$ cat config.mk
export PLATFORM = sky130hd
export DESIGN_NAME = fetch_flat
export DESIGN_NICKNAME = d
export VERILOG_FILES = /design/src/hw/isa_pkg.sv /design/src/hw/pipe_ifs.sv /design/src/hw/fetch.sv /design/src/flat_wrapper.sv
export VERILOG_INCLUDE_DIRS = /design/src /design/src/hw
export SDC_FILE = /design/constraint.sdc
export NUM_CORES = 2
export LEC_CHECK = 0
export BUFFER_PORTS_ARGS = -buffer_cell sky130_fd_sc_hd__buf_2
export CELL_PAD_IN_SITES_DETAIL_PLACEMENT = 1
export CELL_PAD_IN_SITES_GLOBAL_PLACEMENT = 2
export CORE_ASPECT_RATIO = 1.2
export CORE_MARGIN = 5
export CORE_UTILIZATION = 54
export CTS_CLUSTER_SIZE = 25
export DETAILED_ROUTE_END_ITERATION = 7
export PLACE_DENSITY_LB_ADDON = 0.12
export SLEW_MARGIN = 10
export SYNTH_ARGS = -nofsm -noshare
export SYNTH_HDL_FRONTEND = slang
export SYNTH_SLANG_ARGS = --single-unit
export TNS_END_PERCENT = 20
$ cat constraint.sdc
create_clock -name clk -period 4.2 [get_ports clk]
set_clock_uncertainty 0.1 [all_clocks]
set_input_delay 0.84 -clock clk [delete_from_list [all_inputs] [get_ports clk]]
set_output_delay 0.84 -clock clk [all_outputs]
set_load 0.1 [all_outputs]
$ cat src/hw/proc_settings.svh
// core settings giving the data width and the memory depths
`ifndef PROC_SETTINGS_SVH
`define PROC_SETTINGS_SVH

// data and instruction width
`define PROC_XLEN 32

// instruction memory depth in words
`define PROC_IMEM_WORDS 64

// data memory depth in words
`define PROC_DMEM_WORDS 64

`endif

$ cat src/hw/isa_pkg.sv
// isa package with word types, opcode and funct constants and field helpers
`include "proc_settings.svh"

package isa_pkg;
	typedef logic [`PROC_XLEN-1:0] data_t;
	typedef logic [`PROC_XLEN-1:0] instr_t;
	typedef logic [4:0] reg_addr_t;
	typedef logic [$clog2(`PROC_IMEM_WORDS)-1:0] imem_addr_t;

	localparam logic [6:0] OP_REG    = 7'b0110011;
	localparam logic [6:0] OP_IMM    = 7'b0010011;
	localparam logic [6:0] OP_LOAD   = 7'b0000011;
	localparam logic [6:0] OP_STORE  = 7'b0100011;
	localparam logic [6:0] OP_BRANCH = 7'b1100011;
	localparam logic [6:0] OP_SYSTEM = 7'b1110011;

	localparam logic [2:0] F3_ADD  = 3'b000;
	localparam logic [2:0] F3_BEQ  = 3'b000;
	localparam logic [2:0] F3_WORD = 3'b010;
	localparam logic [6:0] F7_SUB  = 7'b0100000;

	localparam instr_t INSTR_EBREAK = {12'h001, 5'd0, 3'b000, 5'd0, OP_SYSTEM};
	// addi x0,x0,0
	localparam instr_t INSTR_NOP = {12'h000, 5'd0, F3_ADD, 5'd0, OP_IMM};

	function automatic logic [6:0] opcode_of(instr_t i);
		return i[6:0];
	endfunction

	function automatic logic [2:0] funct3_of(instr_t i);
		return i[14:12];
	endfunction

	function automatic logic [6:0] funct7_of(instr_t i);
		return i[31:25];
	endfunction

	function automatic reg_addr_t rd_of(instr_t i);
		return i[11:7];
	endfunction

	function automatic reg_addr_t rs1_of(instr_t i);
		return i[19:15];
	endfunction

	function automatic reg_addr_t rs2_of(instr_t i);
		return i[24:20];
	endfunction
endpackage

$ cat src/hw/pipe_ifs.sv
// stage-to-stage pipeline register interfaces for IF/ID, ID/EX and EX/MEM
`timescale 1ns/1ps

interface fd_if;
	import isa_pkg::*;

	data_t  pc;
	instr_t instr;

	modport src (output pc, instr);
	modport dst (input pc, instr);
	modport mon (input instr);
endinterface


$ cat src/hw/fetch.sv
// fetch stage with PC, loadable instruction memory and the IF/ID register
`timescale 1ns/1ps
`include "proc_settings.svh"

module fetch (
	input  logic                clk,
	input  logic                rst_n,
	input  logic                imem_wren,
	input  isa_pkg::imem_addr_t imem_addr,
	input  isa_pkg::instr_t     imem_wdata,
	input  logic                stall,
	input  logic                flush,
	input  logic                pc_sel,
	input  isa_pkg::data_t      pc_bj,
	fd_if.src                   fd
);
	import isa_pkg::*;

	localparam int IMEM_AW = $bits(imem_addr_t);

	instr_t imem [`PROC_IMEM_WORDS];
	data_t  pc;
	data_t  pc_next;
	instr_t fetched;

	// program load port
	always_ff @(posedge clk) begin
		if (imem_wren)
			imem[imem_addr] <= imem_wdata;
	end

	assign fetched = imem[pc[IMEM_AW+1:2]];
	// not-taken is always assumed
	assign pc_next = pc_sel ? pc_bj : pc + data_t'(4);

	always_ff @(posedge clk or negedge rst_n) begin
		if (!rst_n) begin
			pc       <= '0;
			fd.instr <= INSTR_NOP;
		end else begin
			if (!stall)
				pc <= pc_next;
			if (flush)
				fd.instr <= INSTR_NOP;
			else if (!stall)
				fd.instr <= fetched;
		end
	end

	always_ff @(posedge clk) begin
		if (!stall)
			fd.pc <= pc;
	end

	// decode drops a taken branch whenever the front end is held
	a_no_redirect_in_stall: assert property (@(posedge clk) disable iff (!rst_n)
		!(pc_sel && stall));

endmodule : fetch

$ cat src/flat_wrapper.sv
// flat-port wrapper written by rule: the top's interface ports become plain ports
module fetch_flat import isa_pkg::*;
  (clk, rst_n, imem_wren, imem_addr, imem_wdata, stall, flush, pc_sel, pc_bj, fd_pc, fd_instr);
  fd_if fd_i ();
  input  logic clk;
  input  logic rst_n;
  input  logic imem_wren;
  input  isa_pkg::imem_addr_t imem_addr;
  input  isa_pkg::instr_t imem_wdata;
  input  logic stall;
  input  logic flush;
  input  logic pc_sel;
  input  isa_pkg::data_t pc_bj;
  output wire logic [$bits(fd_i.pc)-1:0] fd_pc;
  output wire logic [$bits(fd_i.instr)-1:0] fd_instr;
  assign fd_pc = fd_i.pc;
  assign fd_instr = fd_i.instr;
  fetch u_core (.clk(clk), .rst_n(rst_n), .imem_wren(imem_wren), .imem_addr(imem_addr), .imem_wdata(imem_wdata), .stall(stall), .flush(flush), .pc_sel(pc_sel), .pc_bj(pc_bj), .fd(fd_i));
endmodule
* Yosys cells after proc, flatten, opt, wreduce, memory -nomap -nowiden
Memory sizes are Yosys's and may differ from the RTL's.
Index checks and enable logic that the tools add are counted.
** Storage, ports and cells
- Input port bits :: 76
- Flip-flop bits (word level) :: 96
- Memories kept :: 1
- RAM bits :: 2048
** Cells by class
- Multiplexer cells :: 5
- Add/sub/neg operators :: 1
- Equal/unequal tests :: 1
** Memory list
- u_core.imem :: depth 64, width 32, read ports 1, clocked after Yosys merged registers in 0, wr ports 1, RTL line fetch.sv:21 : instr_t imem [`PROC_IMEM_WORDS];
** Operators with widths (number)
- 2-to-1 mux 32 bit :: 3
- adder 32 x 3 -> 32 bit (second input constant) :: 1
- 2-to-1 mux 1 bit :: 2
- != test 2 x 1 -> 1 bit (second input constant) :: 1

* Depth between registers and ports, before layout
An unclocked memory read counts as a cell.
- Word-level depth :: 3
- Depth in mapped cells :: 9
- Gate-level depth less buffers :: 6

* Worst setup path after synthesis
OpenSTA, ideal clock, no wires.
- Path kind :: input port to flip-flop
- Start point :: input imem_addr[3]
- End point :: memory u_core.imem[48][0] in the netlist's numbering (enable)
- Setup time :: 461 ps
- Stages :: 4
- Slack :: 75 ps
- Path buffers :: 1
- Data arrival time :: 3564 ps
- Cell sequence :: clkbuf_1 nor2b_1 nand4b_1 nor3_1
** RTL lines
- start, declared :: RTL line flat_wrapper.sv:8 : input isa_pkg::imem_addr_t imem_addr;
- end, declared :: RTL line fetch.sv:21
Straight into the memory's write port.

* Worst setup path in the final report
- Start point :: register u_core.pc[2]
- End point :: register u_core.fd.instr[9]
** Between the ends
- Cells in the longest elaborated chain, start to end :: 3
** RTL lines
- start, declared :: RTL line fetch.sv:22 : data_t pc;
- start signal, assigned :: RTL line fetch.sv:42 : pc <= pc_next;
- memory (64 x 32 bit)
- 2-to-1 mux 32 bit :: RTL line fetch.sv:45 : else if (!stall)
- 2-to-1 mux 32 bit :: RTL line fetch.sv:43 : if (flush)
- end signal, assigned :: RTL line fetch.sv:46 : fd.instr <= fetched;
- end, declared :: RTL line pipe_ifs.sv:10 : modport src (output pc, instr);
No other way between the ends. The select of a mux whose other input is x is not followed.
A chain may end at the register's enable or synchronous reset.

==> impl_results.md <==
* Startpoint Class: flip-flop
* Final setup viols at 0
* Prevailing post-synth register cell: edfxtp_1
* Clock Power Share at 0.368
* TritonCTS Buffers at 200
* Hold Path Class: input port to flip-flop
* Critical path origin: u_core.pc[2]$_DFFE_PN0N_
* Worst VDD drop at 501 µV
* Crit path capture type: flip-flop
* WS Path Type: flip-flop to flip-flop
* Internal Power at 36.3 mW
* Initial DRC Count at 5269
* Max-slew violations at 0
* Number of fill cells at 12228
* Skew-Pair Late Insertion Delay at 0.84 ns
* Place WS at 0.456 ns
* Library cells used by synthesis at 63
* Setup repair bufs after CTS at 0
* DRC Markers at 0
* Sequential cell area fraction in the yosys report at 0.784
* Routed len/inst at 37.3 µm
* Status: completed
* Gr ovfl total at 0
* Gr usage total at 0.293
* Gate Count Post-Synth at 3680
* HP Start: pc_bj[29]
* Area after DPL at 86800 µm²
* Slowest cell on crit path: dfrtp_4
* # clock sinks at 2144
* CTS root buf: clkbuf_16
* Met1 wire length at 87600 µm
* Top sig layer: met5
* GPL Wtd Cong at 0.881
* Post-synth EDFFs at 2080
* Headroom to the max-slew limit at 0.155
* Slew at the pin closest to its max-slew limit at 1.27 ns
* Largest cells by area after synthesis: edfxtp_1 76%, mux4_2 15%, dfrtp_1 1.9%
* Final Worst Setup Slack at 0.461 ns
* Share of power burned in registers at 0.495
* Most frequent cells in the layout: 2080 x edfxtp_1, 532 x mux4_2, 208 x clkbuf_16
* Required @ worst endpoint at 4.77 ns
* Post-CTS Resized at 0
* Via count at 41474
* Avg Inst Size Synth at 22.2 µm²
* Vias in the first global route at 43179
* Remaining antenna violation count at 0
* Tmin final at 3.74 ns
* Seq cells post-synth at 2144
* CP arrival at 4.31 ns
* Starting Density at 0.543
* First-pass iteration count of the detailed router at 5
* Core Area at 151000 µm²
* Total die area at 159000 µm²
* Final Hold Fails at 0
* Die width at 365 µm
* CP cell instances: buf_12 -> buf_12 -> mux4_2 -> mux4_2 -> a221oi_1 -> nand2_1
* Met3 WL at 18700 µm
* Final Cycle Share at 0.890
* Longest Clk Path Bufs at 3
* Design area at 93300 µm²
* Nets at 4110
* PwrDens at 522 nW/µm²
* Max-cap violation count at 0
* Reg2reg start: u_core.pc[2]$_DFFE_PN0N_
* Post-route setup TNS at 0 ns
* Top cell type's share of synthesized area at 0.764
* IO Port Bufs at 139
* TritonCTS clock tree: built
* Switching portion of total power at 0.253
* Total Power at 48.7 mW
* Fraction of layout cells with a size suffix above 1 at 0.306
* Comb power frac at 0.137
* NetSw at 12.3 mW
* Lkg Pwr at 29.5 nW
* Final WL at 231000 µm
* Cell Area, Synth at 81800 µm²
* Area grow syn2layout at 14.1%
* Htree depth at 4
* Commonest non-fill, non-tap cell in the layout: edfxtp_1
* Pin count of the biggest net entering global routing at 85
* First-pass GRT wire length at 329000 µm
* CP max stage delay at 0.91 ns
* I/O pins at 140
* Clock transition at the registers of the reported paths at 0.06 ns
* F_max at 267 MHz
* Die Ht at 436 µm
* Routed vias/inst at 6.70
* CP max FO at 33
* WL met2 at 117000 µm
* Initial antenna violation count at 13
* Unrepaired setup endpoints after global routing: no
* Rows at 156
* Largest area contributor in the netlist: edfxtp_1
* Detailed Place HPWL at 144000 µm
* Post-synth ARST share at 0.0299
* Fin util at 0.619
* Yosys warnings at 0
* Post-synth net total at 3757
[cells in the mapped netlist, drive strengths merged, types with 2 or more instances]
cell type	number
dfstp	3
nor3	14
mux4	532
a22oi	96
a21oi	42
a221oi	32
o211ai	5
nor2b	14
or3	7
inv	7
mux2i	48
o22ai	34
nand2	111
a32oi	3
dfrtp	61
buf	103
mux2	10
o21ai	72
a22o	6
or3b	4
nand2b	7
a2bb2oi	2
o2bb2ai	4
o221ai	4
a211o	5
clkbuf	106
nand3b	5
a21o	2
or4	4
a311oi	4
a31oi	11
clkinv	3
nor4	12
o22a	10
or2	4
edfxtp	2080
nand3	51
a211oi	14
and2	3
and3	3
nor2	116
nand4	10
[final timing paths]
kind / slack, ns / to / cells after the start
setup / recovery: 0.46 / u_core.fd.instr[9]$_DFFE_PN0P_ / 6
hold / removal: 0.16 / u_core.pc[29]$_DFFE_PN0N_ / 3
min in group asynchronous: 0.55 / u_core.pc[19]$_DFFE_PN0N_ / 2
hold reg to reg: 0.37 / u_core.fd.pc[1]$_DFFE_PN_ / 0
max in group asynchronous: 2.28 / u_core.fd.instr[6]$_DFFE_PN0P_ / 3
setup reg to reg: 0.46 / u_core.fd.instr[9]$_DFFE_PN0P_ / 6
[area by class of cell]
cell class / count / area (µm²) / share of cell area
antenna: 4 / 10.0 / 0.000107
multi-input combinational: 1317 / 17300 / 0.185
inverter: 10 / 40.0 / 0.000429
timing repair buffer: 360 / 2990 / 0.0321
clock buffer: 260 / 5490 / 0.0589
tap: 1975 / 2470 / 0.0265
clock inverter: 116 / 957 / 0.0103
sequential: 2144 / 64100 / 0.687
[state kept, by name (all words and copies together), names as in the netlist]
signal,count
u_core.fd.instr,32
u_core.fd.pc,32
u_core.pc,32
u_core.imem,2048
[layer usage]
layer,track usage,up-vias
met1,0.406,22575
li1,-,16360
met4,0.0897,8
met3,0.0501,386
met2,0.486,2145
met5,0,-
[stage by stage]
| step | cells | hold slack [ns] |
|---|---|---|
| after floorplan | 3680 | 0.320 |
| after global placement | 5804 | 0.329 |
| after detailed placement | 5804 | 0.352 |
| after CTS | 6181 | 0.0882 |
| after global routing | 6184 | 0.133 |
| final | 6186 | 0.155 |
[power groups by stage]
stage,clock [mW],combinational (mW),sequential (mW)
5_1_grt,19.2,6.93,24.1
6_report,17.9,6.67,24.1
3_5_place_dp,0,6.69,24.6
3_3_place_gp,0,6.56,24.5
2_1_floorplan,0,3.58,25.0
4_1_cts,18.2,6.71,24.1
[kinds of logic (layout without fill, tap and decap cells)]
| family | after synthesis | in the layout | share of synthesized area |
|---|---|---|---|
| multiplexers | 590 | 590 | 0.154 |
| adder cells (fa/ha/maj) | 1 | 1 | 0.000153 |
| buffers and inverters | 219 | 746 | 0.0116 |
| other | 0 | 4 | 0 |
| flip-flops | 2144 | 2144 | 0.784 |
| AO/OA/AOI/OAI | 357 | 357 | 0.0299 |
| AND/OR/NAND/NOR | 369 | 369 | 0.0208 |
[critical path, delay by kind of cell (launching register included)]
kind / cells / cell delay (ns)
AND/OR/NAND/NOR: 1 / 0.17
AO/OA/AOI/OAI: 1 / 0.79
flip-flops: 1 / 0.91
buffers and inverters: 2 / 0.50
multiplexers: 2 / 1.06
[repair_timing]
action	in CTS	in global routing
setup endpoints to repair	0	0
endpoints found under the hold margin	35	0
hold buffers	1	0
(Power assumes the default switching activity.)
