$ cat config.mk
export PLATFORM = sky130hd
export DESIGN_NAME = execute_flat
export DESIGN_NICKNAME = d
export VERILOG_FILES = /design/src/hw/isa_pkg.sv /design/src/hw/pipe_pkg.sv /design/src/hw/pipe_ifs.sv /design/src/hw/execute.sv /design/src/flat_wrapper.sv
export VERILOG_INCLUDE_DIRS = /design/src /design/src/hw
export SDC_FILE = /design/constraint.sdc
export NUM_CORES = 1
export LEC_CHECK = 0
export BUFFER_PORTS_ARGS = -buffer_cell sky130_fd_sc_hd__buf_4
export CAP_MARGIN = 30
export CORE_MARGIN = 4
export CORE_UTILIZATION = 48
export DETAILED_ROUTE_END_ITERATION = 6
export GPL_TIMING_DRIVEN = 0
export HOLD_SLACK_MARGIN = 0.05
export PLACE_DENSITY_LB_ADDON = 0.05
export SLEW_MARGIN = 20
export SYNTH_ARGS = -nofsm -noshare
export SYNTH_HDL_FRONTEND = slang
export SYNTH_SLANG_ARGS = --single-unit
$ cat constraint.sdc
create_clock -name clk -period 4.3 [get_ports clk]
set_input_delay 0.645 -clock clk [delete_from_list [all_inputs] [get_ports clk]]
set_output_delay 0.645 -clock clk [all_outputs]
set_load 0.05 [all_outputs]
$ cat src/hw/proc_settings.svh
// core settings giving the data width and the memory depths
`ifndef PROC_SETTINGS_SVH
`define PROC_SETTINGS_SVH

// data and instruction width
`define PROC_XLEN 32

// instruction memory depth in words
`define PROC_IMEM_WORDS 64

// data memory depth in words
`define PROC_DMEM_WORDS 64

`endif

$ cat src/hw/isa_pkg.sv
// isa package with word types, opcode and funct constants and field helpers
`include "proc_settings.svh"

package isa_pkg;
	typedef logic [`PROC_XLEN-1:0] data_t;
	typedef logic [`PROC_XLEN-1:0] instr_t;
	typedef logic [4:0] reg_addr_t;
	typedef logic [$clog2(`PROC_IMEM_WORDS)-1:0] imem_addr_t;

	localparam logic [6:0] OP_REG    = 7'b0110011;
	localparam logic [6:0] OP_IMM    = 7'b0010011;
	localparam logic [6:0] OP_LOAD   = 7'b0000011;
	localparam logic [6:0] OP_STORE  = 7'b0100011;
	localparam logic [6:0] OP_BRANCH = 7'b1100011;
	localparam logic [6:0] OP_SYSTEM = 7'b1110011;

	localparam logic [2:0] F3_ADD  = 3'b000;
	localparam logic [2:0] F3_BEQ  = 3'b000;
	localparam logic [2:0] F3_WORD = 3'b010;
	localparam logic [6:0] F7_SUB  = 7'b0100000;

	localparam instr_t INSTR_EBREAK = {12'h001, 5'd0, 3'b000, 5'd0, OP_SYSTEM};
	// addi x0,x0,0
	localparam instr_t INSTR_NOP = {12'h000, 5'd0, F3_ADD, 5'd0, OP_IMM};

	function automatic logic [6:0] opcode_of(instr_t i);
		return i[6:0];
	endfunction

	function automatic logic [2:0] funct3_of(instr_t i);
		return i[14:12];
	endfunction

	function automatic logic [6:0] funct7_of(instr_t i);
		return i[31:25];
	endfunction

	function automatic reg_addr_t rd_of(instr_t i);
		return i[11:7];
	endfunction

	function automatic reg_addr_t rs1_of(instr_t i);
		return i[19:15];
	endfunction

	function automatic reg_addr_t rs2_of(instr_t i);
		return i[24:20];
	endfunction
endpackage

$ cat src/hw/pipe_pkg.sv
// pipeline control package with forwarding selects and the ebreak halt states
package pipe_pkg;
	typedef logic [1:0] fwd_sel_t;

	localparam fwd_sel_t FWD_REG   = 2'd0;
	localparam fwd_sel_t FWD_EXMEM = 2'd1;
	localparam fwd_sel_t FWD_MEMWB = 2'd2;

	typedef enum logic [2:0] {
		EBK_IDLE,
		EBK_DRAIN_1,
		EBK_DRAIN_2,
		EBK_DRAIN_3,
		// parked until the debugger resumes
		EBK_WAIT
	} ebreak_state_t;

	// operand mux shared by decode and execute
	function automatic isa_pkg::data_t fwd_pick(fwd_sel_t sel, isa_pkg::data_t reg_val,
			isa_pkg::data_t exmem_val, isa_pkg::data_t memwb_val);
		case (sel)
			FWD_EXMEM: return exmem_val;
			FWD_MEMWB: return memwb_val;
			default:   return reg_val;
		endcase
	endfunction
endpackage

$ cat src/hw/pipe_ifs.sv


interface dx_if;
	import isa_pkg::*;

	instr_t instr;
	data_t  pc;
	data_t  rs1_val;
	data_t  rs2_val;
	data_t  imm;
	logic   rd_wren;

	modport src (output instr, pc, rs1_val, rs2_val, imm, rd_wren);
	modport dst (input instr, pc, rs1_val, rs2_val, imm, rd_wren);
	modport mon (input instr, rd_wren);
endinterface

interface xm_if;
	import isa_pkg::*;

	instr_t instr;
	data_t  alu_result;
	data_t  store_data;
	logic   rd_wren;

	modport src (output instr, alu_result, store_data, rd_wren);
	modport dst (input instr, alu_result, store_data, rd_wren);
	// rd comes from the instr field
	modport mon (input instr, alu_result, rd_wren);
endinterface

$ cat src/hw/execute.sv
// execute stage with operand forwarding, add/sub ALU and the EX/MEM register
`timescale 1ns/1ps

module execute (
	input  logic               clk,
	input  logic               rst_n,
	input  pipe_pkg::fwd_sel_t fwd_a,
	input  pipe_pkg::fwd_sel_t fwd_b,
	input  isa_pkg::data_t     wb_data,
	dx_if.dst                  dx,
	xm_if.src                  xm
);
	import isa_pkg::*;
	import pipe_pkg::*;

	data_t op_a;
	data_t rs2_fwd;
	data_t op_b;
	data_t result;

	assign op_a    = fwd_pick(fwd_a, dx.rs1_val, xm.alu_result, wb_data);
	assign rs2_fwd = fwd_pick(fwd_b, dx.rs2_val, xm.alu_result, wb_data);

	// register ops take rs2, addi and load/store address take the immediate
	always_comb begin
		op_b = (opcode_of(dx.instr) == OP_REG) ? rs2_fwd : dx.imm;
		if (opcode_of(dx.instr) == OP_REG && funct7_of(dx.instr) == F7_SUB)
			result = op_a - op_b;
		else
			result = op_a + op_b;
	end

	always_ff @(posedge clk or negedge rst_n) begin
		if (!rst_n) begin
			xm.instr   <= INSTR_NOP;
			xm.rd_wren <= 1'b0;
		end else begin
			xm.instr   <= dx.instr;
			// already limited to add, sub, addi and lw in decode
			xm.rd_wren <= dx.rd_wren;
		end
	end

	always_ff @(posedge clk) begin
		xm.alu_result <= result;
		xm.store_data <= rs2_fwd;
	end

	// branch targets from decode must stay word aligned
	a_pc_aligned: assert property (@(posedge clk) disable iff (!rst_n)
		dx.instr != INSTR_NOP |-> dx.pc[1:0] == 2'b00);

endmodule : execute

$ cat src/flat_wrapper.sv
// flat-port wrapper written by rule: the top's interface ports become plain ports
module execute_flat import isa_pkg::*; import pipe_pkg::*;
  (clk, rst_n, fwd_a, fwd_b, wb_data, dx_instr, dx_pc, dx_rs1_val, dx_rs2_val, dx_imm, dx_rd_wren, xm_instr, xm_alu_result, xm_store_data, xm_rd_wren);
  dx_if dx_i ();
  xm_if xm_i ();
  input  logic clk;
  input  logic rst_n;
  input  pipe_pkg::fwd_sel_t fwd_a;
  input  pipe_pkg::fwd_sel_t fwd_b;
  input  isa_pkg::data_t wb_data;
  input wire logic [$bits(dx_i.instr)-1:0] dx_instr;
  input wire logic [$bits(dx_i.pc)-1:0] dx_pc;
  input wire logic [$bits(dx_i.rs1_val)-1:0] dx_rs1_val;
  input wire logic [$bits(dx_i.rs2_val)-1:0] dx_rs2_val;
  input wire logic [$bits(dx_i.imm)-1:0] dx_imm;
  input wire logic [$bits(dx_i.rd_wren)-1:0] dx_rd_wren;
  output wire logic [$bits(xm_i.instr)-1:0] xm_instr;
  output wire logic [$bits(xm_i.alu_result)-1:0] xm_alu_result;
  output wire logic [$bits(xm_i.store_data)-1:0] xm_store_data;
  output wire logic [$bits(xm_i.rd_wren)-1:0] xm_rd_wren;
  assign dx_i.instr = dx_instr;
  assign dx_i.pc = dx_pc;
  assign dx_i.rs1_val = dx_rs1_val;
  assign dx_i.rs2_val = dx_rs2_val;
  assign dx_i.imm = dx_imm;
  assign dx_i.rd_wren = dx_rd_wren;
  assign xm_instr = xm_i.instr;
  assign xm_alu_result = xm_i.alu_result;
  assign xm_store_data = xm_i.store_data;
  assign xm_rd_wren = xm_i.rd_wren;
  execute u_core (.clk(clk), .rst_n(rst_n), .fwd_a(fwd_a), .fwd_b(fwd_b), .wb_data(wb_data), .dx(dx_i), .xm(xm_i));
endmodule
Word-level counts from Yosys, hierarchy flattened
Cells that the tools add are included.
{ "classes": {"n_eq_ne": 6, "add_sub_neg": 2, "mux": 4, "reduce_logical": 1} }
{ "op_table": {"columns": ["op", "count"], "rows": [
  ["32-bit one-hot mux with 2 select lines", 2],
  ["32-bit two-way mux", 2],
  ["32-bit adder", 1],
  ["32-bit subtractor", 1],
  ["7-bit by 6-bit == test with 1-bit output, second input constant", 2],
  ["2-bit by 1-bit == test with 1-bit output, second input constant", 2],
  ["2-bit == test, second input constant", 2],
  ["1-bit logical AND", 1]
]} }
{ "totals": {"reg_bits": 97, "output_inout_bits": 97, "in_bits": 199} }

Logic depth before layout (Yosys ltp)
{ "depth": {"depth_word": 5, "depth_mapped": 24, "depth_no_buf": 21} }

Least setup slack after synthesis
OpenSTA, ideal clock, no wires.
{ "synth_path": {"path_kind": "in2reg", "startpoint": "in dx_instr[6]", "endpoint": "reg u_core.xm.alu_result[30]", "n_path_buf": 5, "setup_slack_ns": -1.300, "setup_time_ns": 0.122, "required_ns": 4.178, "arrival_time_ns": 5.478, "stages": 21, "path_cell_list": "nand4bb_4 -> nor2_1 -> buf_2 -> buf_2 -> buf_2 -> buf_2 -> buf_2 -> mux2i_1 -> ha_1 -> o2111ai_4 -> o41ai_4 -> xnor2_1 -> ha_1 -> and3_1 -> nand3_1 -> o211ai_1 -> o21bai_1 -> o311a_1 -> nor3_1 -> o21ai_0 -> a311o_1"} }
{ "synth_between": {"elab_chain_len": 4, "elab_cells_between_ends": 6} }
{ "synth_rtl": {"columns": ["item", "line_no", "rtl"], "rows": [
  ["start, declared", "flat_wrapper.sv:11", "input wire logic [$bits(dx_i.instr)-1:0] dx_instr;"],
  ["7-bit by 6-bit == test with 1-bit output *", "execute.sv:26, execute.sv:27", null],
  ["32-bit two-way mux", "execute.sv:26", "op_b = (opcode_of(dx.instr) == OP_REG) ? rs2_fwd : dx.imm;"],
  ["32-bit adder or 32-bit subtractor (tied branches)", "execute.sv:30, execute.sv:28", null],
  ["32-bit two-way mux *", "execute.sv:27", "if (opcode_of(dx.instr) == OP_REG && funct7_of(dx.instr) == F7_SUB)"],
  ["via u_core.result[30]", "execute.sv:19", "data_t result;"],
  ["end signal, assigned", "execute.sv:45", "xm.alu_result <= result;"],
  ["end, declared", "pipe_ifs.sv:26", "modport src (output instr, alu_result, store_data, rd_wren);"]
]} }
Mark *: on every way through the listed nets, which the timed path passes. The rest lies on a longest branch.

Worst setup path in the final report
{ "layout_path": {"startpoint": "in dx_instr[3]", "endpoint": "reg u_core.xm.alu_result[27]"} }
The elaborated chain is that of the path after synthesis.

==> flow_summary.json <==
{
  "n_antenna_cell": 0,
  "multi_input_area_mm2": 0.00455,
  "synth_edf_count": 0,
  "die_x_um": 124,
  "core_region_area_mm2": 0.0129,
  "cts_buffer_depth": 2,
  "grt_pass1_wl_um": 37900,
  "clkPwrFrac_pct": 20.9,
  "syn_area_per_cell_um2": 8.55,
  "startpoint": "dx_instr[3]",
  "syn_to_final_growth_pct": 54.2,
  "place_congestion": 0.892,
  "ys_async_sr_fraction_pct": 34.0,
  "worstSetupEndpointType": "register",
  "cts_sinks": 97,
  "drc_errors": 0,
  "synthSimpleGateAreaFrac_pct": 15.3,
  "cp_data_arrival_time_ns": 4.81,
  "hp-class": "input pin to async pin",
  "top_level_ports": 296,
  "cts_buffers": 9,
  "grt_max_degree": 34,
  "slowest_delay_ns": 0.40,
  "intPower_mw": 2.32,
  "clock_latency_ns": 0.37,
  "wl_per_cell_um": 21.7,
  "setup_slack_ns": -0.224,
  "seq_area_frac_synth_pct": 32.9,
  "max-cap-violations": 0,
  "place_hpwl_um": 19500,
  "power_switching_mw": 1.92,
  "combPwrFrac_pct": 50.2,
  "synth-seq-cells": 97,
  "vias": 7433,
  "violations": "setup timing",
  "fp.dieH_um": 124,
  "cts_root_buffer": "clkbuf_16",
  "track_usage_pct": 32.7,
  "post_synth_num_cell_types": 67,
  "post-route-period-util_pct": 105,
  "preCtsSetupSlack_ns": -1.41,
  "dieArea_mm2": 0.0153,
  "status": "complete, but fails checks",
  "rsz0062_at_grt": "true",
  "finalHoldViolCount": 0,
  "p_leak_nw": 4.41,
  "cts_max_level": 3,
  "start_kind": "input pin",
  "syn_area_mm2": 0.00642,
  "first_pass_iters": 6,
  "numPlacedInstances": 1186,
  "via_per_inst": 5.98,
  "synth_warnings": 0,
  "postCtsHoldBufs": 0,
  "synth_cells": 751,
  "row_count": 41,
  "required_ns": 4.59,
  "clock.fmax_ghz": 0.221,
  "cts_tree": "yes",
  "critPathCapture": "u_core.xm.alu_result[27]$_DFF_P_",
  "synthAdderAreaFrac_pct": 8.69,
  "seq_area_mm2": 0.00211,
  "syn_nets": 994,
  "synthFlopType": "dfxtp_1",
  "slew_viol_final": 0,
  "nets": 1308,
  "clk_pin_slew_ns": 0.08,
  "cp_num_buf_inv": 4,
  "path_cells": "buf_6 -> nand3b_1 -> buf_4 -> or2_1 -> buf_6 -> or3_4 -> o31ai_4 -> o2111ai_4 -> o41ai_4 -> buf_4 -> xnor2_4 -> ha_4 -> nand4_1 -> nor3_2 -> o311a_4 -> o31ai_4 -> a21oi_2 -> o221ai_2 -> a21oi_2 -> nor2_1 -> xnor2_1",
  "ir_drop_v": 0.000357,
  "synth_compound_area_share_pct": 27.4,
  "ys_top_cells_by_count": "o21ai_0, nand2_1, dfxtp_1, a22oi_1, ha_1",
  "r2r-start": "u_core.xm.alu_result[4]$_DFF_P_",
  "yosysMostFrequentCell": "o21ai_0",
  "post_dp_cell_area_mm2": 0.00869,
  "powerDensity_mw_per_mm2": 428,
  "yosysTopAreaCell": "dfxtp_1",
  "r2r_end": "u_core.xm.alu_result[27]$_DFF_P_",
  "crit_cells": 21,
  "synth_top_family_by_area": "compound AO/OA/AOI/OAI gates",
  "antenna_found_initial": 0,
  "timing_worst_setup_path_type": "input pin to register",
  "wl_um": 26900,
  "relSlewSlack_pct": 47.5,
  "crit_fanout": 7,
  "crit_family": "compound AO/OA/AOI/OAI gates",
  "r2r_cells": 18,
  "synth_mux_area_share_pct": 3.74,
  "power_frac_seq_pct": 29.0,
  "drtIter0Drc": 855,
  "setup_viol": 10,
  "crit_path_top_delay_cell": "or3_4",
  "drive_above_1_share_pct": 40.5,
  "fin_area_mm2": 0.00990,
  "fin_cells": 1242,
  "r2r_slack_ns": 0.20,
  "tightest_slew_ns": 0.788,
  "grt_overflow": 0,
  "io_buffer_count": 263,
  "grt_pass1_vias": 6946,
  "fin_crit_ns": 4.52,
  "antenna_left": 0,
  "start_util_pct": 49.9,
  "fillCellCount": 962,
  "fin_skew_ns": 0.0103,
  "synth_area_leaders": "dfxtp_1, dfrtp_1, ha_1",
  "synth_xor_area_share_pct": 7.64,
  "p_sw_share_pct": 45.2,
  "synth_top_area_share_pct": 19.9
}
## flip-flops by register name (all words and copies together) (netlist names)
signal	flops
u_core.xm.alu_result	32
u_core.xm.instr	32
u_core.xm.rd_wren	1
u_core.xm.store_data	32
## cells by family (layout without fill, tap and decap cells)
family | after synthesis | in the layout
AO/OA/AOI/OAI | 262 | 262
XOR/XNOR | 56 | 56
multiplexers | 24 | 24
buffers and inverters | 66 | 385
flip-flops | 97 | 97
adder cells (fa/ha/maj) | 44 | 44
AND/OR/NAND/NOR | 202 | 202
## timing repair
item	in CTS	in global routing
cloned	0	0
endpoints found under the setup margin	20	17
buffers inserted	31	13
gates resized for setup	77	58
pin swaps	20	44
## worst min path at each step
stage                     startpoint                             to  slack [ns]
after floorplan                rst_n  u_core.xm.instr[10]$_DFF_PN0_        0.35
after global placement         rst_n   u_core.xm.instr[8]$_DFF_PN0_        0.60
after detailed placement       rst_n   u_core.xm.instr[8]$_DFF_PN0_        0.60
after CTS                      rst_n  u_core.xm.instr[10]$_DFF_PN0_        0.21
after global routing           rst_n   u_core.xm.instr[8]$_DFF_PN0_        0.23
final                          rst_n  u_core.xm.instr[29]$_DFF_PN0_        0.21
## power groups by stage
stage                     combinational, mW  clock, mW  sequential (mW)
after floorplan                       0.625          0             1.87
after global placement                 1.90          0             1.24
after detailed placement               1.91          0             1.24
after CTS                              2.01      0.891             1.22
after global routing                   2.24      0.925             1.25
final                                  2.13      0.886             1.23
## routing by layer
layer  GRT usage, %  vias to the layer above  routed length (µm)
li1               -                     3381                   -
met1           39.6                     3450                9990
met2           53.7                      522               12800
met3           9.54                       80                3080
met4           14.7                        0                1100
met5              0                        -                   0
## worst reg2reg max path: cells and delay by family (launching register included)
| kind | cells | cell delay (ns) |
|---|---|---|
| xor gates and xnor gates | 2 | 0.39 |
| and+or+nand+nor | 5 | 0.90 |
| DFF | 1 | 0.33 |
| buffers and inverters | 1 | 0.17 |
| AOI/OAI and AO/OA | 9 | 1.93 |
| adders and majority gates | 1 | 0.33 |
## stage by stage
stage | setup TNS [ns] | power [mW] | hold WS [ns] | util (%)
after detailed placement | -20.54 | 3.15 | 0.603 | 67.5
after CTS | -1.23 | 4.13 | 0.215 | 74.3
after floorplan | -2.36 | 2.49 | 0.349 | -
final | -1.32 | 4.24 | 0.208 | 76.9
after global routing | -3.24 | 4.41 | 0.233 | 76.9
after global placement | -20.21 | 3.13 | 0.600 | 67.5
## placed cells by master (no fill, tap or decap), types with 23 or more instances in the layout
| cell type | count |
|---|---|
| a21oi_1 | 29 |
| a22oi_1 | 57 |
| buf_4 | 304 |
| xnor2_1 | 28 |
| ha_1 | 32 |
| nor2_1 | 29 |
| o21ai_0 | 68 |
| nand2_1 | 83 |
| xor2_1 | 23 |
| inv_1 | 24 |
| dfrtp_1 | 30 |
| dfxtp_1 | 64 |
## final cells by class
type | instances | share of cell area (%)
clock buffers | 9 | 2.27
inverters | 26 | 1.02
repair buffers | 307 | 23.6
multi-input cells | 588 | 46.0
well taps | 172 | 2.17
flip-flops and latches | 97 | 21.3
clock inverters | 7 | 0.998
plain buffers | 36 | 2.70
(Power assumes the default switching activity.)
