## src/hw/proc_settings.svh

```systemverilog
// core settings giving the data width and the memory depths
`ifndef PROC_SETTINGS_SVH
`define PROC_SETTINGS_SVH

// data and instruction width
`define PROC_XLEN 32

// instruction memory depth in words
`define PROC_IMEM_WORDS 64

// data memory depth in words
`define PROC_DMEM_WORDS 64

`endif

```

## src/hw/isa_pkg.sv

```systemverilog
// isa package with word types, opcode and funct constants and field helpers
`include "proc_settings.svh"

package isa_pkg;
	typedef logic [`PROC_XLEN-1:0] data_t;
	typedef logic [`PROC_XLEN-1:0] instr_t;
	typedef logic [4:0] reg_addr_t;
	typedef logic [$clog2(`PROC_IMEM_WORDS)-1:0] imem_addr_t;

	localparam logic [6:0] OP_REG    = 7'b0110011;
	localparam logic [6:0] OP_IMM    = 7'b0010011;
	localparam logic [6:0] OP_LOAD   = 7'b0000011;
	localparam logic [6:0] OP_STORE  = 7'b0100011;
	localparam logic [6:0] OP_BRANCH = 7'b1100011;
	localparam logic [6:0] OP_SYSTEM = 7'b1110011;

	localparam logic [2:0] F3_ADD  = 3'b000;
	localparam logic [2:0] F3_BEQ  = 3'b000;
	localparam logic [2:0] F3_WORD = 3'b010;
	localparam logic [6:0] F7_SUB  = 7'b0100000;

	localparam instr_t INSTR_EBREAK = {12'h001, 5'd0, 3'b000, 5'd0, OP_SYSTEM};
	// addi x0,x0,0
	localparam instr_t INSTR_NOP = {12'h000, 5'd0, F3_ADD, 5'd0, OP_IMM};

	function automatic logic [6:0] opcode_of(instr_t i);
		return i[6:0];
	endfunction

	function automatic logic [2:0] funct3_of(instr_t i);
		return i[14:12];
	endfunction

	function automatic logic [6:0] funct7_of(instr_t i);
		return i[31:25];
	endfunction

	function automatic reg_addr_t rd_of(instr_t i);
		return i[11:7];
	endfunction

	function automatic reg_addr_t rs1_of(instr_t i);
		return i[19:15];
	endfunction

	function automatic reg_addr_t rs2_of(instr_t i);
		return i[24:20];
	endfunction
endpackage

```

## src/hw/pipe_pkg.sv

```systemverilog
// pipeline control package with forwarding selects and the ebreak halt states
package pipe_pkg;
	typedef logic [1:0] fwd_sel_t;

	localparam fwd_sel_t FWD_REG   = 2'd0;
	localparam fwd_sel_t FWD_EXMEM = 2'd1;
	localparam fwd_sel_t FWD_MEMWB = 2'd2;

	typedef enum logic [2:0] {
		EBK_IDLE,
		EBK_DRAIN_1,
		EBK_DRAIN_2,
		EBK_DRAIN_3,
		// parked until the debugger resumes
		EBK_WAIT
	} ebreak_state_t;

	// operand mux shared by decode and execute
	function automatic isa_pkg::data_t fwd_pick(fwd_sel_t sel, isa_pkg::data_t reg_val,
			isa_pkg::data_t exmem_val, isa_pkg::data_t memwb_val);
		case (sel)
			FWD_EXMEM: return exmem_val;
			FWD_MEMWB: return memwb_val;
			default:   return reg_val;
		endcase
	endfunction
endpackage

```

## src/hw/pipe_ifs.sv

```systemverilog
// stage-to-stage pipeline register interfaces for IF/ID, ID/EX and EX/MEM
`timescale 1ns/1ps

interface fd_if;
	import isa_pkg::*;

	data_t  pc;
	instr_t instr;

	modport src (output pc, instr);
	modport dst (input pc, instr);
	modport mon (input instr);
endinterface

interface dx_if;
	import isa_pkg::*;

	instr_t instr;
	data_t  pc;
	data_t  rs1_val;
	data_t  rs2_val;
	data_t  imm;
	logic   rd_wren;

	modport src (output instr, pc, rs1_val, rs2_val, imm, rd_wren);
	modport dst (input instr, pc, rs1_val, rs2_val, imm, rd_wren);
	modport mon (input instr, rd_wren);
endinterface

interface xm_if;
	import isa_pkg::*;

	instr_t instr;
	data_t  alu_result;
	data_t  store_data;
	logic   rd_wren;

	modport src (output instr, alu_result, store_data, rd_wren);
	modport dst (input instr, alu_result, store_data, rd_wren);
	// rd comes from the instr field
	modport mon (input instr, alu_result, rd_wren);
endinterface

```

## src/hw/decode.sv

```systemverilog
// decode stage with register file, immediates, branch resolve and the ID/EX register
`timescale 1ns/1ps
`include "proc_settings.svh"

module decode (
	input  logic               clk,
	input  logic               rst_n,
	input  logic               stall,
	input  pipe_pkg::fwd_sel_t fwd_rs1,
	input  pipe_pkg::fwd_sel_t fwd_rs2,
	input  logic               wb_wren,
	input  isa_pkg::reg_addr_t wb_addr,
	input  isa_pkg::data_t     wb_data,
	fd_if.dst                  fd,
	dx_if.src                  dx,
	xm_if.mon                  xm,
	output logic               pc_sel,
	output isa_pkg::data_t     pc_bj,
	output logic               decode_ebreak
);
	import isa_pkg::*;
	import pipe_pkg::*;

	data_t rf [1:31];
	data_t rs1_val, rs2_val;
	data_t br_a, br_b;
	data_t imm_i, imm_s, imm_b;
	logic  is_add, is_sub, is_addi, is_lw, is_sw, is_beq;
	logic  passes_on, writes_rd;

	// write-through read, x0 reads zero
	function automatic data_t rf_read(reg_addr_t a);
		if (a == '0)
			return '0;
		if (wb_wren && wb_addr == a)
			return wb_data;
		return rf[a];
	endfunction

	always_ff @(posedge clk) begin
		if (wb_wren && wb_addr != '0)
			rf[wb_addr] <= wb_data;
	end

	assign is_add  = opcode_of(fd.instr) == OP_REG && funct3_of(fd.instr) == F3_ADD
		&& funct7_of(fd.instr) == '0;
	assign is_sub  = opcode_of(fd.instr) == OP_REG && funct3_of(fd.instr) == F3_ADD
		&& funct7_of(fd.instr) == F7_SUB;
	assign is_addi = opcode_of(fd.instr) == OP_IMM && funct3_of(fd.instr) == F3_ADD;
	assign is_lw   = opcode_of(fd.instr) == OP_LOAD && funct3_of(fd.instr) == F3_WORD;
	assign is_sw   = opcode_of(fd.instr) == OP_STORE && funct3_of(fd.instr) == F3_WORD;
	assign is_beq  = opcode_of(fd.instr) == OP_BRANCH && funct3_of(fd.instr) == F3_BEQ;

	// anything unsupported leaves decode as a nop
	assign passes_on = is_add || is_sub || is_addi || is_lw || is_sw;
	assign writes_rd = (is_add || is_sub || is_addi || is_lw) && rd_of(fd.instr) != '0;

	assign imm_i = {{(`PROC_XLEN-12){fd.instr[31]}}, fd.instr[31:20]};
	assign imm_s = {{(`PROC_XLEN-12){fd.instr[31]}}, fd.instr[31:25], fd.instr[11:7]};
	assign imm_b = {{(`PROC_XLEN-13){fd.instr[31]}}, fd.instr[31], fd.instr[7],
		fd.instr[30:25], fd.instr[11:8], 1'b0};

	assign rs1_val = rf_read(rs1_of(fd.instr));
	assign rs2_val = rf_read(rs2_of(fd.instr));

	// beq compare on forwarded operands
	assign br_a = fwd_pick(fwd_rs1, rs1_val, xm.alu_result, wb_data);
	assign br_b = fwd_pick(fwd_rs2, rs2_val, xm.alu_result, wb_data);
	assign pc_sel = is_beq && br_a == br_b && !stall;
	assign pc_bj = fd.pc + imm_b;
	assign decode_ebreak = fd.instr == INSTR_EBREAK;

	always_ff @(posedge clk or negedge rst_n) begin
		if (!rst_n) begin
			dx.instr   <= INSTR_NOP;
			dx.rd_wren <= 1'b0;
		end else if (stall) begin
			dx.instr   <= INSTR_NOP;
			dx.rd_wren <= 1'b0;
		end else begin
			dx.instr   <= passes_on ? fd.instr : INSTR_NOP;
			dx.rd_wren <= writes_rd;
		end
	end

	always_ff @(posedge clk) begin
		dx.pc      <= fd.pc;
		dx.rs1_val <= rs1_val;
		dx.rs2_val <= rs2_val;
		dx.imm     <= is_sw ? imm_s : imm_i;
	end

	a_no_x0_write: assert property (@(posedge clk) disable iff (!rst_n)
		wb_wren |-> wb_addr != '0);

endmodule : decode

```

## src/flat_wrapper.sv

```systemverilog
// flat-port wrapper written by rule: the top's interface ports become plain ports
module decode_flat import isa_pkg::*; import pipe_pkg::*;
  (clk, rst_n, stall, fwd_rs1, fwd_rs2, wb_wren, wb_addr, wb_data, pc_sel, pc_bj, decode_ebreak, fd_pc, fd_instr, dx_instr, dx_pc, dx_rs1_val, dx_rs2_val, dx_imm, dx_rd_wren, xm_instr, xm_alu_result, xm_rd_wren);
  fd_if fd_i ();
  dx_if dx_i ();
  xm_if xm_i ();
  input  logic clk;
  input  logic rst_n;
  input  logic stall;
  input  pipe_pkg::fwd_sel_t fwd_rs1;
  input  pipe_pkg::fwd_sel_t fwd_rs2;
  input  logic wb_wren;
  input  isa_pkg::reg_addr_t wb_addr;
  input  isa_pkg::data_t wb_data;
  output logic pc_sel;
  output isa_pkg::data_t pc_bj;
  output logic decode_ebreak;
  input wire logic [$bits(fd_i.pc)-1:0] fd_pc;
  input wire logic [$bits(fd_i.instr)-1:0] fd_instr;
  output wire logic [$bits(dx_i.instr)-1:0] dx_instr;
  output wire logic [$bits(dx_i.pc)-1:0] dx_pc;
  output wire logic [$bits(dx_i.rs1_val)-1:0] dx_rs1_val;
  output wire logic [$bits(dx_i.rs2_val)-1:0] dx_rs2_val;
  output wire logic [$bits(dx_i.imm)-1:0] dx_imm;
  output wire logic [$bits(dx_i.rd_wren)-1:0] dx_rd_wren;
  input wire logic [$bits(xm_i.instr)-1:0] xm_instr;
  input wire logic [$bits(xm_i.alu_result)-1:0] xm_alu_result;
  input wire logic [$bits(xm_i.rd_wren)-1:0] xm_rd_wren;
  assign fd_i.pc = fd_pc;
  assign fd_i.instr = fd_instr;
  assign dx_instr = dx_i.instr;
  assign dx_pc = dx_i.pc;
  assign dx_rs1_val = dx_i.rs1_val;
  assign dx_rs2_val = dx_i.rs2_val;
  assign dx_imm = dx_i.imm;
  assign dx_rd_wren = dx_i.rd_wren;
  assign xm_i.instr = xm_instr;
  assign xm_i.alu_result = xm_alu_result;
  assign xm_i.rd_wren = xm_rd_wren;
  decode u_core (.clk(clk), .rst_n(rst_n), .stall(stall), .fwd_rs1(fwd_rs1), .fwd_rs2(fwd_rs2), .wb_wren(wb_wren), .wb_addr(wb_addr), .wb_data(wb_data), .fd(fd_i), .dx(dx_i), .xm(xm_i), .pc_sel(pc_sel), .pc_bj(pc_bj), .decode_ebreak(decode_ebreak));
endmodule
```

## config.mk

```make
export PLATFORM = sky130hd
export DESIGN_NAME = decode_flat
export DESIGN_NICKNAME = d
export VERILOG_FILES = /design/src/hw/isa_pkg.sv /design/src/hw/pipe_pkg.sv /design/src/hw/pipe_ifs.sv /design/src/hw/decode.sv /design/src/flat_wrapper.sv
export VERILOG_INCLUDE_DIRS = /design/src /design/src/hw
export SDC_FILE = /design/constraint.sdc
export NUM_CORES = 2
export LEC_CHECK = 0
export BUFFER_PORTS_ARGS = -buffer_cell sky130_fd_sc_hd__buf_2
export CAP_MARGIN = 20
export CORE_UTILIZATION = 55
export DETAILED_ROUTE_END_ITERATION = 8
export PLACE_DENSITY = 0.74
export SLEW_MARGIN = 20
export SYNTH_ARGS = -nofsm -noshare
export SYNTH_HDL_FRONTEND = slang
export SYNTH_SLANG_ARGS = --single-unit
```

## constraint.sdc

```tcl
create_clock -name clk -period 9.7 [get_ports clk]
set_input_delay 1.455 -clock clk [delete_from_list [all_inputs] [get_ports clk]]
set_output_delay 1.455 -clock clk [all_outputs]
set_load 0.02 [all_outputs]
```

# == Word-level counts from Yosys, hierarchy flattened ==
# Memories as Yosys holds them, arrays and structs flattened.
# Cells that the tools add are included.
# op_classes
n_addsub,1
eq_ne,15
mux,22
reduce_logical,24
# op_table
op,count
2-to-1 mux 32 bit,10
one-hot mux 32 bit (2 select lines),2
adder 32 bit,1
equality test 32 x 21 -> 1 bit (second input constant),1
equality test 32 bit,1
equality test 7 x 6 -> 1 bit (second input constant),3
logical AND 1 bit,13
equality test 5 bit,2
logical NOT 5 bit,2
nonzero test 5 bit,2
2-to-1 mux 1 bit,9
equality test 7 x 2 -> 1 bit (second input constant),1
equality test 7 x 5 -> 1 bit (second input constant),1
equality test 7 bit (second input constant),1
logical NOT 7 bit,1
2-to-1 mux 5 bit,1
equality test 2 x 1 -> 1 bit (second input constant),2
equality test 2 bit (second input constant),2
logical OR 1 bit,4
equality test 3 x 2 -> 1 bit (second input constant),1
logical NOT 3 bit,1
logical NOT 1 bit,1
# word_totals
register_bits,141
ram_bits,992
inputBits,174
output_inout_bits,195
word_cells,69
mem_count,1
# mem_list
name,words,width,read_ports,rd_ports_with_merged_regs,wr,line_no,rtl
u_core.rf,31,32,2,0,1,decode.sv:24,data_t rf [1:31];

# == Depth between registers and ports, before layout ==
# logic_depth
depth_word,10
mapped_depth,17
depth_no_buf,13

# == Least setup slack after synthesis ==
# No wires, ideal clock.
# synth_path
kind,input-to-output
startpoint,input port fd_instr[15]
endpoint,output port pc_sel
t_arrival_ns,4.815
required_time_ns,8.245
path_slack_ns,3.430
path_stages,14
n_path_buf,5
cell_sequence,buf_6 buf_6 buf_2 buf_4 buf_2 mux4_2 a22oi_1 o2111ai_1 a222oi_1 xnor2_1 nand2_1 nor4_1 o2111ai_1 a2111oi_2
# synth_between
elab_chain_cells,10
word_cells_on_any_way,14
cone_classes,eq/ne: 2; mux: 7; reduce/logical: 4; memory: 1
# synth_lines
element,line_no,rtl
"start, declared",flat_wrapper.sv:19,input wire logic [$bits(fd_i.instr)-1:0] fd_instr;
"parallel branches: the longest is 5 deep, another holds memory (31 x 32 bit)",n/a,
2-to-1 mux 32 bit *,decode.sv:35,if (wb_wren && wb_addr == a)
one-hot mux 32 bit (2 select lines) *,pipe_pkg.sv:21,case (sel)
equality test 32 bit *,decode.sv:69,assign pc_sel = is_beq && br_a == br_b && !stall;
logical AND 1 bit * (2 in series),decode.sv:69,
"end, declared",flat_wrapper.sv:15,output logic pc_sel;
# Every way passes the cells marked *. The select of a mux whose other input is x is not followed.

# == Worst setup path after layout ==
# layout_path
startpoint,input port fd_instr[19]
endpoint,output port pc_sel
# Same word-level chain as after synthesis.

==> summary.md <==
| Metric | Value |
|---|---|
| Startpoint types | `input port` |
| Post-layout min period | `8.260 ns` |
| Met2 WL | `79.21 mm` |
| Power Total | `11.49 mW` |
| Reg2reg end | `u_core.dx.rs1_val[11]$_DFF_P_` |
| First-pass GRT wire length | `244.7 mm` |
| Outcome | `finished, final reports clean` |
| Total Nets Final | `3,739` |
| Clock skew | `0.02828 ns` |
| Core box area | `96,570 um^2` |
| Post-synth EDFFs | `992` |
| Mean Syn Cell Area | `16.60 um^2` |
| Worst EP arrival | `6.81 ns` |
| Clk sinks | `1,133` |
| Gpl congestion | `0.9378` |
| Maximum operating frequency | `121.1 MHz` |
| Setup bufs post-CTS | `0` |
| Mapped cell area | `53,550 um^2` |
| Final Cycle Share | `0.8516` |
| R2R Path Start | `u_core.rf[28][11]$_DFFE_PP_` |
| CTS H-tree depth | `3` |
| Grt ovf | `0` |
| Final setup viols | `0` |
| I/O pins | `369` |
| Least-Margin Pin Slew | `1.169 ns` |
| Fillers | `6,657` |
| Vias | `35,320` |
| Clock Path Buffers | `3` |
| Largest net degree at the start of global routing | `93` |
| Resize count post-CTS | `0` |
| Crit. End Element | `output port` |
| Slew headroom | `0.2204` |
| Pre-Repair DR Iteration Count | `9` |
| CTS Root Cell | `clkbuf_16` |
| Tot GR Track Use | `0.3541` |
| Reg2Reg Setup Slack | `7.04 ns` |
| Via density | `7.183` |
| Asr flop ratio synth | `0.02913` |
| Yosys warnings | `0` |
| Site Rows | `114` |
| Die Ht | `314.0 um` |
| Max Used Layer | `met5` |
| Layout Area Growth over Synthesis | `13.36%` |
| Clk_lat worst skew | `0.72 ns` |
| Wire length on met3 | `26.01 mm` |
| Synthesized instance count | `3,226` |
| Prevailing post-synth register cell | `edfxtp_1` |
| Crit Path Class | `in -> out` |
| Final Hold Fails | `0` |
| RSZ-0062 raised after global routing | `false` |
| Most frequent cells in the layout | `992 x edfxtp_1, 443 x mux4_2, 329 x buf_2` |
| Iteration-0 DRC Markers | `5,870` |
| CTS tree | `built` |
| Synth cell types | `78` |
| Pwr dens | `189.3 nW/um^2` |
| R2R cell count | `5` |
| M1 WL | `57.26 mm` |
| Critical Path Fanout Max | `14` |
| IO Port Bufs | `335` |
| Commonest non-fill, non-tap cell in the layout | `edfxtp_1` |
| Hold Path Class | `in -> async` |
| MaxCap Viol Count | `0` |
| Leakage | `20.95 nW` |
| Max Slew Vio Count | `0` |
| Inserted Clock Buffers | `113` |
| Clk pin slew, worst setup/hold paths | `0.06 ns` |
| Vias in the first global route | `34,210` |
| Share of the yosys chip area belonging to registers | `0.6122` |
| Hold bufs inserted after CTS | `0` |
| Wire per inst | `35.63 um` |
| ANT nets after route | `0` |
| DRT Wirelength | `175.2 mm` |
| Post-route DRC violation count | `0` |
| Register bit total from synthesis | `1,133` |
| Chip width | `314.0 um` |
| Initial antenna violation count | `22` |
| Layout cell share with drive strength beyond 1 | `0.3212` |
| Setup TNS | `0 ns` |
| Required @ worst endpoint | `8.25 ns` |
| Peak VDD IR | `147.4 uV` |
| Die footprint | `98,610 um^2` |
| Dpl hpwl | `108.4 mm` |
| Starting Density | `0.5545` |
## worst max-delay path, cell delays in order
cell	delay, ns
buf_2	0.48
inv_2	0.42
a2111oi_0	0.71
or3_1	0.21
a21oi_1	0.06
nor4_1	0.71
o21ai_0	0.24
xor2_1	0.37
nand4_1	0.34
or4_1	0.75
a2111oi_2	0.75
buf_2	0.29
## synthesized netlist by cell type (33+ instances only)
library cell,n,area (um^2)
a22oi_1,42,315.3
buf_4,54,405.4
mux4_2,443,9977
mux2_2,33,371.6
a211oi_1,83,623.1
clkbuf_1,91,341.6
buf_2,66,330.3
o21ai_0,65,325.3
dfxtp_1,108,2162
and2_1,33,206.5
mux2i_1,188,1882
ha_1,34,425.4
a21oi_1,104,520.5
edfxtp_1,992,29790
xnor2_1,40,350.3
nand2_1,151,566.8
nor2_1,197,739.5
## worst max path at each step
stage	startpoint	to	slack [ns]	cells past startpoint
after detailed placement	fd_instr[21]	pc_sel	1.63	13
after floorplan	fd_instr[15]	pc_sel	3.43	14
after global routing	fd_instr[15]	pc_sel	1.37	13
final	fd_instr[19]	pc_sel	1.44	12
after CTS	fd_instr[21]	pc_sel	1.60	13
after global placement	fd_instr[15]	pc_sel	1.61	13
## where the power goes
group          switching [mW]  internal [mW]
sequential             0.0369           5.40
clock                    1.91           2.75
combinational           0.887          0.500
total                    2.83           8.66
## per-stage QoR
stage	util	setup WS, ns	hold WS [ns]	cell area [um^2]	cells
after floorplan	-	3.430	0.8013	53560	3231
after global placement	0.5867	1.607	0.9693	56650	4691
after detailed placement	0.5867	1.629	1.025	56650	4691
after CTS	0.6281	1.601	0.7826	60650	4903
after global routing	0.6284	1.369	0.8385	60680	4911
final	0.6286	1.440	0.7868	60700	4918
## registers in the layout (all words and copies together), names as in the netlist
name,cells
u_core.dx.pc,32
u_core.dx.rd_wren,1
u_core.dx.rs2_val,32
u_core.dx.imm,12
u_core.rf,992
u_core.dx.instr,32
u_core.dx.rs1_val,32
## per-layer routing
metal / vias to the layer above / global-route usage
li1: 13870 / -
met1: 17570 / 0.4438
met2: 3151 / 0.5408
met3: 726 / 0.1093
met4: 10 / 0.2205
met5: - / 0.002901
## layout make-up
type                            count  area [um^2]  share of cell area
Sequential cell                  1133        32780              0.5401
Multi-Input combinational cell   1816        19600              0.3229
Clock buffer                      150         3288             0.05417
Timing Repair Buffer              439         2584             0.04257
Tap cell                         1276         1597             0.02630
Clock inverter                     62        709.4             0.01169
Inverter                           27        101.3            0.001670
Antenna cell                       15        37.54           0.0006184
## cell families after synthesis
group	Yosys count	share of synthesized area
xor gates and xnor gates	66	0.01080
adders and majority gates	35	0.008319
buffers and inverters	282	0.02764
AOI/OAI and AO/OA	494	0.06491
other	2	0.0001403
and+or+nand+nor	547	0.04680
muxes	667	0.2292
DFF	1133	0.6122
Power figures use the tool's default switching activity.
